--- src/hdl/core_uarch_pkg.sv ---
`default_nettype none

package core_uarch_pkg;

	//////////////////////////////
	// Basic types
	//////////////////////////////

	typedef logic [31:0] word;
	typedef logic [3:0]  reg_num;

	typedef struct packed {
		logic n;
		logic z;
		logic c;
		logic v;
	} psr_flags;

	// One bit per control cycle. Exactly one of them is set at any time.
	typedef struct packed {
		logic issue;
		logic transfer;
		logic base_writeback;
		logic mul;
		logic mul_hi_wb;
		logic exception;
		logic idle;
	} ctrl_cycle;

	typedef enum logic [2:0] {
		op_alu,
		op_ldm,
		op_stm,
		op_mull,
		op_swi
	} op_kind;

	//////////////////////////////
	// Fixed registers and vectors
	//////////////////////////////

	localparam reg_num r14 = 4'd14;
	localparam reg_num r15 = 4'd15;

	localparam word vector_swi = 32'h0000_0008;

endpackage

`default_nettype wire

--- src/hdl/core_control_cycle.sv ---
`default_nettype none

module core_control_cycle import core_uarch_pkg::*;
(
	input  logic      clk,
	input  logic      rst_n,

	input  logic      issue,
	input  op_kind    kind,
	input  reg_num    insn_rn,
	input  logic      insn_base_wb,
	input  logic      mem_ready,
	input  logic      list_empty,

	output ctrl_cycle cycle,
	output ctrl_cycle next_cycle,
	output word       saved_base,
	output reg_num    ra,
	output reg_num    mul_r_add_hi,
	output logic      ldst_next,
	output logic      mem_write,
	output logic      load_list,
	output logic      busy
);

	op_kind kind_q;
	reg_num rn_q;
	logic   base_wb_q;
	logic   drain;

	// A new instruction is only taken while the sequencer rests.
	assign load_list = issue && cycle.idle;
	assign ldst_next = cycle.transfer;

	assign ra = rn_q;
	assign mul_r_add_hi = rn_q;

	// Busy covers one extra cycle so that the delayed flag write lands first.
	assign busy = !cycle.idle || drain;

	always_comb begin
		next_cycle = '0;
		if (cycle.idle) begin
			if (issue)
				next_cycle.issue = 1'b1;
			else
				next_cycle.idle = 1'b1;
		end else if (cycle.issue) begin
			case (kind_q)
				op_ldm, op_stm: next_cycle.transfer = 1'b1;
				op_mull:        next_cycle.mul = 1'b1;
				op_swi:         next_cycle.exception = 1'b1;
				default:        next_cycle.idle = 1'b1;
			endcase
		end else if (cycle.transfer) begin
			if (!list_empty)
				next_cycle.transfer = 1'b1;
			else if (base_wb_q)
				next_cycle.base_writeback = 1'b1;
			else
				next_cycle.idle = 1'b1;
		end else if (cycle.mul)
			next_cycle.mul_hi_wb = 1'b1;
		else if (cycle.exception)
			// The return address is written from the issue cycle that follows.
			next_cycle.issue = 1'b1;
		else
			next_cycle.idle = 1'b1;
	end

	always_ff @(posedge clk or negedge rst_n) begin
		if (!rst_n) begin
			cycle <= '{idle: 1'b1, default: 1'b0};
			kind_q <= op_alu;
			rn_q <= '0;
			base_wb_q <= 1'b0;
			mem_write <= 1'b0;
			drain <= 1'b0;
			saved_base <= '0;
		end else begin
			cycle <= next_cycle;
			drain <= !cycle.idle;

			if (load_list) begin
				kind_q <= kind;
				rn_q <= insn_rn;
				base_wb_q <= insn_base_wb;
				mem_write <= (kind == op_stm);
				saved_base <= '0;
			end else if (cycle.exception)
				kind_q <= op_alu;

			// Byte offset from the base. It grows by one word per completed transfer.
			if (ldst_next && mem_ready && !list_empty)
				saved_base <= saved_base + 32'd4;

			if (next_cycle.idle)
				mem_write <= 1'b0;
		end
	end

	assert property (@(posedge clk) disable iff (!rst_n) $onehot(next_cycle))
		else $error("next_cycle is not one-hot");

endmodule

`default_nettype wire

--- src/hdl/core_reg_list_pop.sv ---
`default_nettype none

module core_reg_list_pop import core_uarch_pkg::*;
(
	input  logic        clk,
	input  logic        rst_n,

	input  logic        load_list,
	input  logic [15:0] reg_list,
	input  logic        ldst_next,
	input  logic        mem_ready,

	output reg_num      popped,
	output logic        pop_valid,
	output logic        list_empty
);

	logic [15:0] remaining;

	assign list_empty = (remaining == '0);
	assign pop_valid = ldst_next && !list_empty;

	// Lowest set bit wins.
	always_comb begin
		popped = '0;
		for (int i = 15; i >= 0; i--)
			if (remaining[i])
				popped = reg_num'(i);
	end

	always_ff @(posedge clk or negedge rst_n) begin
		if (!rst_n)
			remaining <= '0;
		else if (load_list)
			remaining <= reg_list;
		else if (pop_valid && mem_ready)
			remaining <= remaining & (remaining - 16'd1);
	end

	// A pop clears exactly the bit of the register that was presented.
	assert property (@(posedge clk) disable iff (!rst_n)
		pop_valid && mem_ready && !load_list
		|=> remaining == ($past(remaining) & ~(16'd1 << $past(popped))))
		else $error("a pop cleared a bit other than the popped register");

endmodule

`default_nettype wire

--- src/hdl/core_control_writeback.sv ---
`default_nettype none

module core_control_writeback import core_uarch_pkg::*;
(
	input  logic      clk,
	input  logic      rst_n,

	input  reg_num    dec_rd,
	input  logic      dec_writeback,
	input  logic      dec_update_flags,
	input  psr_flags  alu_flags,
	input  word       q_alu,
	input  word       ldst_read,
	input  logic      mem_ready,
	input  logic      mem_write,
	input  word       mul_q_hi,
	input  word       mul_q_lo,

	input  ctrl_cycle cycle,
	input  ctrl_cycle next_cycle,
	input  word       saved_base,
	input  word       vector,
	input  reg_num    ra,
	input  reg_num    popped,
	input  reg_num    mul_r_add_hi,
	input  logic      issue,
	input  logic      pop_valid,
	input  logic      ldst_next,

	output reg_num    rd,
	output reg_num    final_rd,
	output logic      writeback,
	output logic      final_writeback,
	output logic      update_flags,
	output logic      final_update_flags,
	output word       wr_value,
	output psr_flags  wb_alu_flags
);

	reg_num last_rd;
	logic   take_insn;
	logic   alu_done;

	assign take_insn = next_cycle.issue && cycle.idle;

	// Only an issue cycle that falls back to idle completes a plain ALU op.
	assign alu_done = cycle.issue && next_cycle.idle;

	//////////////////////////////
	// Write port selection
	//////////////////////////////

	always_comb begin
		rd = last_rd;
		writeback = 1'b0;
		wr_value = saved_base;

		if (cycle.transfer) begin
			rd = popped;
			writeback = ldst_next && mem_ready && pop_valid && !mem_write;
			wr_value = ldst_read;
		end else if (cycle.base_writeback) begin
			rd = ra;
			writeback = !mem_write;
			wr_value = ldst_read;
		end else if (cycle.mul) begin
			rd = final_rd;
			writeback = 1'b1;
			wr_value = mul_q_lo;
		end else if (cycle.mul_hi_wb) begin
			rd = mul_r_add_hi;
			writeback = 1'b1;
			wr_value = mul_q_hi;
		end else if (cycle.exception) begin
			rd = r15;
			writeback = 1'b1;
			wr_value = vector;
		end else if (alu_done) begin
			rd = final_rd;
			writeback = final_writeback;
			wr_value = q_alu;
		end
	end

	//////////////////////////////
	// Shadow registers
	//////////////////////////////

	always_ff @(posedge clk or negedge rst_n) begin
		if (!rst_n) begin
			last_rd <= '0;
			final_rd <= '0;
			final_writeback <= 1'b0;
			update_flags <= 1'b0;
			final_update_flags <= 1'b0;
			wb_alu_flags <= '0;
		end else begin
			last_rd <= rd;
			wb_alu_flags <= alu_flags;

			if (take_insn)
				final_rd <= dec_rd;
			else if (next_cycle.exception)
				final_rd <= r14;

			if (take_insn)
				final_writeback <= issue && dec_writeback;
			else if (next_cycle.exception)
				final_writeback <= 1'b1;

			update_flags <= alu_done && final_update_flags;

			// An exception never touches the flags.
			if (take_insn)
				final_update_flags <= issue && dec_update_flags;
			else if (next_cycle.exception)
				final_update_flags <= 1'b0;
		end
	end

	assert property (@(posedge clk) disable iff (!rst_n)
		cycle.exception |=> !update_flags ##1 !update_flags)
		else $error("flag update after a software interrupt");

endmodule

`default_nettype wire

--- src/hdl/core_reg_file.sv ---
`default_nettype none

module core_reg_file import core_uarch_pkg::*;
(
	input  logic     clk,
	input  logic     rst_n,

	input  logic     writeback,
	input  reg_num   rd,
	input  word      wr_value,
	input  logic     update_flags,
	input  psr_flags wb_alu_flags,
	input  reg_num   dbg_addr,

	output word      dbg_data,
	output psr_flags flags
);

	word regs [16];

	assign dbg_data = regs[dbg_addr];

	always_ff @(posedge clk or negedge rst_n) begin
		if (!rst_n) begin
			for (int i = 0; i < 16; i++)
				regs[i] <= '0;
		end else if (writeback)
			regs[rd] <= wr_value;
	end

	always_ff @(posedge clk or negedge rst_n) begin
		if (!rst_n)
			flags <= '0;
		else if (update_flags)
			flags <= wb_alu_flags;
	end

	assert property (@(posedge clk) disable iff (!rst_n) writeback |-> !$isunknown(rd))
		else $error("write with unknown destination register");

endmodule

`default_nettype wire

--- src/hdl/core_writeback_unit.sv ---
`default_nettype none

module core_writeback_unit import core_uarch_pkg::*;
(
	input  logic        clk,
	input  logic        rst_n,

	input  logic        issue,
	input  op_kind      kind,
	input  reg_num      insn_rd,
	input  reg_num      insn_rn,
	input  logic        insn_writeback,
	input  logic        insn_update_flags,
	input  logic        insn_base_wb,
	input  logic [15:0] reg_list,

	input  word         alu_result,
	input  psr_flags    alu_flags,
	input  word         mul_q_hi,
	input  word         mul_q_lo,

	input  logic        mem_ready,
	input  word         mem_read_data,

	output logic        busy,
	input  reg_num      dbg_addr,
	output word         dbg_data,
	output psr_flags    flags
);

	ctrl_cycle cycle;
	ctrl_cycle next_cycle;
	word       saved_base;
	reg_num    ra;
	reg_num    mul_r_add_hi;
	logic      ldst_next;
	logic      mem_write;
	logic      load_list;

	reg_num    popped;
	logic      pop_valid;
	logic      list_empty;

	reg_num    rd;
	logic      writeback;
	word       wr_value;
	logic      update_flags;
	psr_flags  wb_alu_flags;

	core_control_cycle u_cycle (
		.clk          (clk),
		.rst_n        (rst_n),
		.issue        (issue),
		.kind         (kind),
		.insn_rn      (insn_rn),
		.insn_base_wb (insn_base_wb),
		.mem_ready    (mem_ready),
		.list_empty   (list_empty),
		.cycle        (cycle),
		.next_cycle   (next_cycle),
		.saved_base   (saved_base),
		.ra           (ra),
		.mul_r_add_hi (mul_r_add_hi),
		.ldst_next    (ldst_next),
		.mem_write    (mem_write),
		.load_list    (load_list),
		.busy         (busy)
	);

	core_reg_list_pop u_pop (
		.clk        (clk),
		.rst_n      (rst_n),
		.load_list  (load_list),
		.reg_list   (reg_list),
		.ldst_next  (ldst_next),
		.mem_ready  (mem_ready),
		.popped     (popped),
		.pop_valid  (pop_valid),
		.list_empty (list_empty)
	);

	core_control_writeback u_writeback (
		.clk                (clk),
		.rst_n              (rst_n),
		.dec_rd             (insn_rd),
		.dec_writeback      (insn_writeback),
		.dec_update_flags   (insn_update_flags),
		.alu_flags          (alu_flags),
		.q_alu              (alu_result),
		.ldst_read          (mem_read_data),
		.mem_ready          (mem_ready),
		.mem_write          (mem_write),
		.mul_q_hi           (mul_q_hi),
		.mul_q_lo           (mul_q_lo),
		.cycle              (cycle),
		.next_cycle         (next_cycle),
		.saved_base         (saved_base),
		.vector             (vector_swi),
		.ra                 (ra),
		.popped             (popped),
		.mul_r_add_hi       (mul_r_add_hi),
		.issue              (issue),
		.pop_valid          (pop_valid),
		.ldst_next          (ldst_next),
		.rd                 (rd),
		.final_rd           (),
		.writeback          (writeback),
		.final_writeback    (),
		.update_flags       (update_flags),
		.final_update_flags (),
		.wr_value           (wr_value),
		.wb_alu_flags       (wb_alu_flags)
	);

	core_reg_file u_regs (
		.clk          (clk),
		.rst_n        (rst_n),
		.writeback    (writeback),
		.rd           (rd),
		.wr_value     (wr_value),
		.update_flags (update_flags),
		.wb_alu_flags (wb_alu_flags),
		.dbg_addr     (dbg_addr),
		.dbg_data     (dbg_data),
		.flags        (flags)
	);

endmodule

`default_nettype wire

--- config.mk ---
export PLATFORM = sky130hd
export DESIGN_NAME = core_writeback_unit
export DESIGN_NICKNAME = d
export VERILOG_FILES = /design/src/hdl/core_uarch_pkg.sv /design/src/hdl/core_control_cycle.sv /design/src/hdl/core_reg_list_pop.sv /design/src/hdl/core_control_writeback.sv /design/src/hdl/core_reg_file.sv /design/src/hdl/core_writeback_unit.sv
export SDC_FILE = /design/constraint.sdc
export NUM_CORES = 1
export LEC_CHECK = 0
export ABC_AREA = 1
export BUFFER_PORTS_ARGS = -buffer_cell sky130_fd_sc_hd__buf_2
export CORE_MARGIN = 10
export CORE_UTILIZATION = 50
export CTS_BUF_LIST = sky130_fd_sc_hd__clkbuf_8
export CTS_CLUSTER_SIZE = 16
export DETAILED_ROUTE_END_ITERATION = 16
export PLACE_DENSITY_LB_ADDON = 0.05
export REMOVE_ABC_BUFFERS = 1
export SYNTH_ARGS = -nofsm -noshare
export SYNTH_HDL_FRONTEND = slang
export SYNTH_SLANG_ARGS = --single-unit
--- constraint.sdc ---
create_clock -name clk -period 6.3 [get_ports clk]
set_input_delay 0.315 -clock clk [delete_from_list [all_inputs] [get_ports clk]]
set_output_delay 0.315 -clock clk [all_outputs]
set_load 0.02 [all_outputs]
==> results.py, run 1 <==
metrics = {
    "status": {
        "status": "finished, final reports clean",
    },
    "placed_design": {
        "place_ws_ns": 1.87,
        "dp_hpwl_um": 62900,
        "port_buffers": 206,
        "routabilityCongestion": 0.845,
        "placed_area_mm2": 0.0329,
    },
    "synthesis": {
        "synth_top_area_cell": "dfrtp_1",
        "syn-instance-count": 4150,
        "postSynthAreaPerCell_um2": 7.64,
        "synth_top_area_share": 0.468,
        "synth-seq-area-share": 0.469,
        "yosysUniqueCellTypes": 46,
        "synth-edff-count": 0,
        "synth_seq_cells": 594,
        "synth_top_flop_cell": "dfrtp_1",
        "ys_warn_count": 0,
        "async_flop_share": 1.00,
        "syn_area_mm2": 0.0317,
        "yosys-top-cells-area": "dfrtp_1 47%, nand2_1 15%, nand3_1 8.1%",
    },
    "cts": {
        "clk_path_buf_depth": 3,
        "cts_buffers": 106,
        "cts_resized": 0,
        "cts_tree": "built",
        "cts.sinks": 594,
        "clk_latency_ns": 0.72,
        "post_cts_buffers": 0,
        "postCtsHoldBufs": 36,
        "ctsRootBufferMaster": "clkbuf_8",
        "clk_pin_slew_ns": 0.06,
        "h-tree-depth": 3,
    },
    "critical_path": {
        "cp_max_fo": 58,
        "cp-startpoint": "u_pop.remaining[0]",
        "crit_top_cell": "nand2_1",
        "worstSetupEndpointType": "flip-flop",
        "crit_type": "reg -> reg",
        "arrival_ns": 5.11,
        "cpMaxStageDelayCell": "nand3_2",
        "reg2reg_from": "u_pop.remaining[0]",
        "critPathLaunchType": "flip-flop",
        "cp.required_ns": 6.89,
        "crit_path_max_incr_delay_ns": 0.72,
        "cp_cell_sequence": "nor2_1, nand2_1, nor2_1, nand2_1, nand2_1, nand3_2, nand2_4, nand3_4, nand2_1, nand3_1, nand2_1, nand2_1, nand2_1, nand2_4, nor2_4, buf_4, nand3_2, buf_4, nand2_1, nand2_1",
    },
    "pwr": {
        "max-vdd-ir-drop_v": 0.000623,
        "power_leakage_nw": 17.7,
        "p_per_area_mw_per_mm2": 473,
    },
    "cells_and_area": {
        "multi_input_area_mm2": 0.0141,
        "fin_nets": 4383,
        "regArea_mm2": 0.0149,
        "drive_gt1_frac": 0.107,
        "n_fill_cell": 6074,
        "fin_util": 0.561,
        "fin_area_mm2": 0.0353,
        "final_cell_mix": "1277 x nand2_1, 591 x dfrtp_1, 506 x nand3_1, 384 x inv_1, 279 x a21oi_1",
        "areaGrowthSynthToFinish_pct": 11.3,
        "layout_commonest_cell": "nand2_1",
    },
    "sta": {
        "timing.fmax_ghz": 0.222,
        "rsz0062_at_grt": "no",
        "period_share": 0.716,
        "relSlewSlack": 0.256,
        "finalWorstSetupSlack_ns": 1.79,
        "tightest_slew_ns": 1.11,
        "period_needed_ns": 4.51,
        "tns_ns": 0,
        "setup_viol": 0,
        "skew_ns": 0.0215,
        "hold_viol_final": 0,
        "drv_slew": 0,
    },
    "job": {
        "cap_viol_max_count": 0,
    },
    "grt": {
        "antenna_found_initial": 1,
        "grt_usage": 0.304,
        "grt.overflow.total": 0,
        "grt_max_degree": 149,
        "grt_first_pass_wirelength_um": 176000,
        "grt_pass1_vias": 28800,
    },
    "floorplanning": {
        "rows": 92,
        "io_pins": 207,
        "die_h_um": 272,
        "core_area_mm2": 0.0630,
        "start_util": 0.503,
        "fp.dieW_um": 272,
        "die_area_mm2": 0.0739,
    },
    "route": {
        "first_pass_iters": 5,
        "via_per_inst": 5.76,
        "wl_um": 114000,
        "antenna_left": 0,
        "drc": 0,
        "drtIter0Drc": 3320,
        "via_count": 29600,
        "wl_per_cell_um": 22.1,
    },
    "worst_hold_path": {
        "min_path_type": "in -> reg",
        "min_from": "mem_read_data[28]",
    },
}
## cell usage after synthesis (2+ instances only)
| master | count |
|---|---|
| nand2_1 | 1280 |
| dfrtp_1 | 593 |
| nand3_1 | 513 |
| inv_1 | 333 |
| a21oi_1 | 279 |
| o21bai_1 | 256 |
| o21ai_0 | 249 |
| buf_2 | 183 |
| clkbuf_1 | 125 |
| o211ai_1 | 94 |
| nor2_1 | 62 |
| o221ai_1 | 26 |
| buf_1 | 23 |
| buf_4 | 16 |
| nand4_1 | 13 |
| nor3_1 | 10 |
| nor2_2 | 9 |
| o22ai_1 | 9 |
| mux2i_1 | 6 |
| nor4_1 | 6 |
| o21ai_1 | 6 |
| o31ai_1 | 5 |
| a22oi_1 | 4 |
| inv_2 | 4 |
| mux2_2 | 4 |
| a21boi_0 | 3 |
| a22o_1 | 3 |
| buf_6 | 3 |
| nand2_4 | 3 |
| nand3_2 | 3 |
| nand3_4 | 3 |
| nor2_4 | 3 |
| o41ai_1 | 3 |
| a21boi_2 | 2 |
| a31oi_1 | 2 |
| clkinv_1 | 2 |
| nand2_2 | 2 |
| or2_2 | 2 |
## logic make-up after synthesis
family                   Yosys count  share of synthesized area
XOR/XNOR                           1                   0.000276
AND/OR/NAND/NOR                 1910                      0.253
AO/OA/AOI/OAI                    945                      0.183
buffers and inverters            689                     0.0914
flip-flops                       594                      0.469
adder cells (fa/ha/maj)            1                   0.000395
multiplexers                      10                    0.00332
## cell type report
class	instances	share of cell area
diodes	2	0.000142
clock buffers	132	0.0515
well taps	846	0.0300
flip-flops and latches	594	0.421
multi-input cells	2867	0.398
repair buffers	304	0.0567
inverters	339	0.0362
clock inverters	55	0.00606
## per-layer routing
layer | wire, um | track usage | vias to the layer above
li1 | - | - | 13800
met1 | 49600 | 0.421 | 14500
met2 | 51900 | 0.477 | 1179
met3 | 9030 | 0.0565 | 177
met4 | 3250 | 0.0942 | 0
met5 | 0 | 0 | -
## worst max-delay path: cells and delay by family (launching register included)
kind | cells | cell delay, ns
flip-flops | 1 | 0.41
AND/OR/NAND/NOR | 18 | 2.78
buffers and inverters | 2 | 1.19
## where the power goes
part	leakage (nW)	switching, mW	internal, mW
Combinational	9.25	5.52	1.81
Sequential	7.26	0.586	5.29
Clock	1.23	1.65	1.86
## metrics by stage
step | power (mW) | hold slack, ns | instances
finish | 16.7 | 0.160 | 5139
global route | 17.8 | 0.182 | 5139
floorplan | 10.1 | 0.0194 | 3800
CTS | 16.6 | 0.131 | 5137
global placement | 13.0 | 0.424 | 4914
detailed placement | 13.1 | 0.425 | 4914
## worst paths after layout
check,end,slack (ns),depth (start not counted)
setup / recovery,u_regs.regs[236],1.79,20
hold / removal,u_regs.regs[156],0.16,6
setup reg to reg,u_regs.regs[236],1.79,20
hold reg to reg,u_regs.regs[440],0.46,2
max in group asynchronous,u_regs.regs[221],4.53,3
min in group asynchronous,u_pop.remaining[4],0.28,2
## state kept, by name, indices dropped and copies added, names as in the netlist
signal	count
u_regs.regs	512
u_cycle.saved_base	30
u_pop.remaining	16
u_cycle.cycle	6
u_cycle.mul_r_add_hi	4
u_regs.flags	4
u_writeback.final_rd	4
u_writeback.last_rd	4
u_writeback.wb_alu_flags	4
u_cycle.kind_q	3
u_cycle.base_wb_q	1
u_cycle.drain	1
u_cycle.ldst_next	1
u_cycle.mem_write	1
u_writeback.final_update_flags	1
u_writeback.final_writeback	1
u_writeback.update_flags	1
Power figures use the tool's default switching activity.
==> inputs of run 2 (changes only) <==
clock period = 4.15 ns   (was 6.3 ns; I/O delays follow)
==> run 2 against run 1 <==
Effect of this change:
- routed wire length decreased by 1.3%
- flip-flop and latch count stayed put
- global-route usage fell by 0.49 points
- non-clock buffer count increased by 38
- critical endpoint is now u_regs.regs[237]
- first-iteration DRC count down 6.1%
- register-to-register slack worse by 1.5 ns
- sequential power grew 52%
- maximum frequency rose by 18%
- clock skew rose by 0.0061 ns
- clock power up 47%
==> results.py, run 2 (synthesis gave the netlist of run 1 again) <==
metrics = {
    "pwr": {
        "seqPwrFrac": 0.353,
        "combPwrFrac": 0.443,
        "power.internal_mw": 13.7,
        "p_sw_mw": 11.7,
        "power_leakage_nw": 18.0,
        "p_sw_frac": 0.460,
        "p_per_area_mw_per_mm2": 709,
        "power_frac_clock": 0.204,
        "p_total_mw": 25.3,
        "max-vdd-ir-drop_v": 0.000931,
    },
    "job": {
        "cap_viol_max_count": 0,
    },
    "critical_path": {
        "worstSetupEndpointType": "flip-flop",
        "critPathLaunchType": "flip-flop",
        "arrival_ns": 4.45,
        "cp.required_ns": 4.78,
        "reg2regPathDepth": 16,
        "reg2reg_slack_ns": 0.33,
        "cp_max_fo": 48,
        "crit_type": "reg -> reg",
    },
    "route": {
        "via_count": 29500,
        "via_per_inst": 5.70,
        "drtIter0Drc": 3116,
        "wl_per_cell_um": 21.7,
        "drc": 0,
        "antenna_left": 0,
        "wl_um": 112000,
        "first_pass_iters": 6,
    },
    "grt": {
        "grt.busiest_layer": "met2",
        "use_met2": 0.466,
        "grt_max_degree": 111,
        "grt_first_pass_wirelength_um": 174000,
        "grtUsageMet3": 0.0557,
        "grt_pass1_vias": 28900,
        "met1_usage": 0.406,
        "grt.overflow.total": 0,
        "antenna_found_initial": 3,
        "grt_usage": 0.299,
    },
    "cts": {
        "clk_path_buf_depth": 3,
        "cts_tree": "built",
        "cts_resized": 0,
        "h-tree-depth": 3,
        "cts_buffers": 104,
        "clk_latency_ns": 0.72,
        "clk_pin_slew_ns": 0.06,
        "cts.sinks": 594,
        "ctsRootBufferMaster": "clkbuf_8",
    },
    "sta": {
        "drv_slew": 0,
        "setup_viol": 0,
        "period_share": 0.920,
        "tightest_slew_ns": 1.09,
        "period_needed_ns": 3.82,
        "relSlewSlack": 0.271,
        "hold_viol_final": 0,
        "timing.fmax_ghz": 0.262,
        "rsz0062_at_grt": "no",
        "tns_ns": 0,
        "skew_ns": 0.0276,
    },
    "floorplanning": {
        "fp.dieW_um": 272,
        "core_area_mm2": 0.0630,
        "die_h_um": 272,
        "rows": 92,
        "die_area_mm2": 0.0739,
        "start_util": 0.503,
        "io_pins": 207,
    },
    "cells_and_area": {
        "drive_gt1_frac": 0.114,
        "layout_commonest_cell": "nand2_1",
        "largest_register": "u_regs.regs",
        "largest_reg_flops": 512,
        "fin_nets": 4419,
        "areaGrowthSynthToFinish_pct": 12.8,
        "final_cell_mix": "1277 x nand2_1, 591 x dfrtp_1, 506 x nand3_1, 386 x inv_1, 279 x a21oi_1",
        "largestRegisters": "u_regs.regs (512), u_cycle.saved_base (30), u_pop.remaining (16)",
    },
    "worst_hold_path": {
        "hold_path_depth": 6,
        "min_path_type": "in -> reg",
    },
    "placed_design": {
        "routabilityCongestion": 0.868,
        "dp_hpwl_um": 66200,
        "port_buffers": 206,
    },
    "status": {
        "status": "finished, final reports clean",
    },
}
run 2: worst paths after layout:
check                               endpoint               start
max                         u_regs.regs[237]  u_pop.remaining[3]
min                         u_regs.regs[150]   mem_read_data[22]
max reg2reg                 u_regs.regs[237]  u_pop.remaining[3]
min reg2reg                 u_regs.regs[440]    u_regs.regs[440]
max in group asynchronous   u_regs.regs[263]               rst_n
min in group asynchronous  u_cycle.kind_q[2]               rst_n
run 2: area by class of cell:
cell class                 instances  area (um2)
clock buffer                     125        1720
clock inverter                    60         239
tap                              846        1060
timing repair buffer             342        2520
sequential                       594       14900
inverter                         339        1280
multi-input combinational       2867       14100
antenna                            3        7.51
fill                            6062       27200
run 2: repair_timing:
item | 4_1_cts | 5_1_grt
hold buffers | 38 | 0
buffers inserted | 0 | 1
endpoints found under the setup margin | 0 | 2
endpoints found under the hold margin | 136 | 0
run 2: worst max-delay path, stage by stage (launching register included):
cell and delay [ns]:
dfrtp_1 0.40, nor2_2 0.16, nand2_1 0.14, nor2_1 0.15
nand2_1 0.14, nand2_1 0.12, nand3_2 0.09, nand2_4 0.11
nand3_4 0.24, nor2_1 0.17, o21ai_1 0.08, o21ai_2 0.32
nand4_1 0.42, nor2_4 0.59, buf_12 0.35, nand3_1 0.12
nand2_1 0.11
run 2: metrics by stage:
step	worst slack, ns	util	instance area, um2	instances	hold WS, ns
final	0.332	0.568	35700	5176	0.0693
after global routing	0.0185	0.568	35700	5174	0.0751
after CTS	0.359	0.567	35700	5172	0.0208
after detailed placement	0.389	0.530	33400	4949	0.317
after global placement	0.519	0.530	33400	4949	0.316
after floorplan	-2.61	-	30100	3800	-0.0881
run 2: layer usage:
metal / wire [um] / up-vias
met5: 14 / -
met1: 48400 / 14200
li1: - / 13800
met2: 50600 / 1228
met4: 4170 / 2
met3: 9110 / 238
run 2: power groups by stage:
stage / clock network (mW) / logic (mW) / registers [mW]
2_1_floorplan: 0 / 6.57 / 8.78
3_3_place_gp: 0 / 10.9 / 8.95
4_1_cts: 5.23 / 11.1 / 8.92
5_1_grt: 5.51 / 12.3 / 9.16
6_report: 5.17 / 11.2 / 8.94
3_5_place_dp: 0 / 11.0 / 9.00
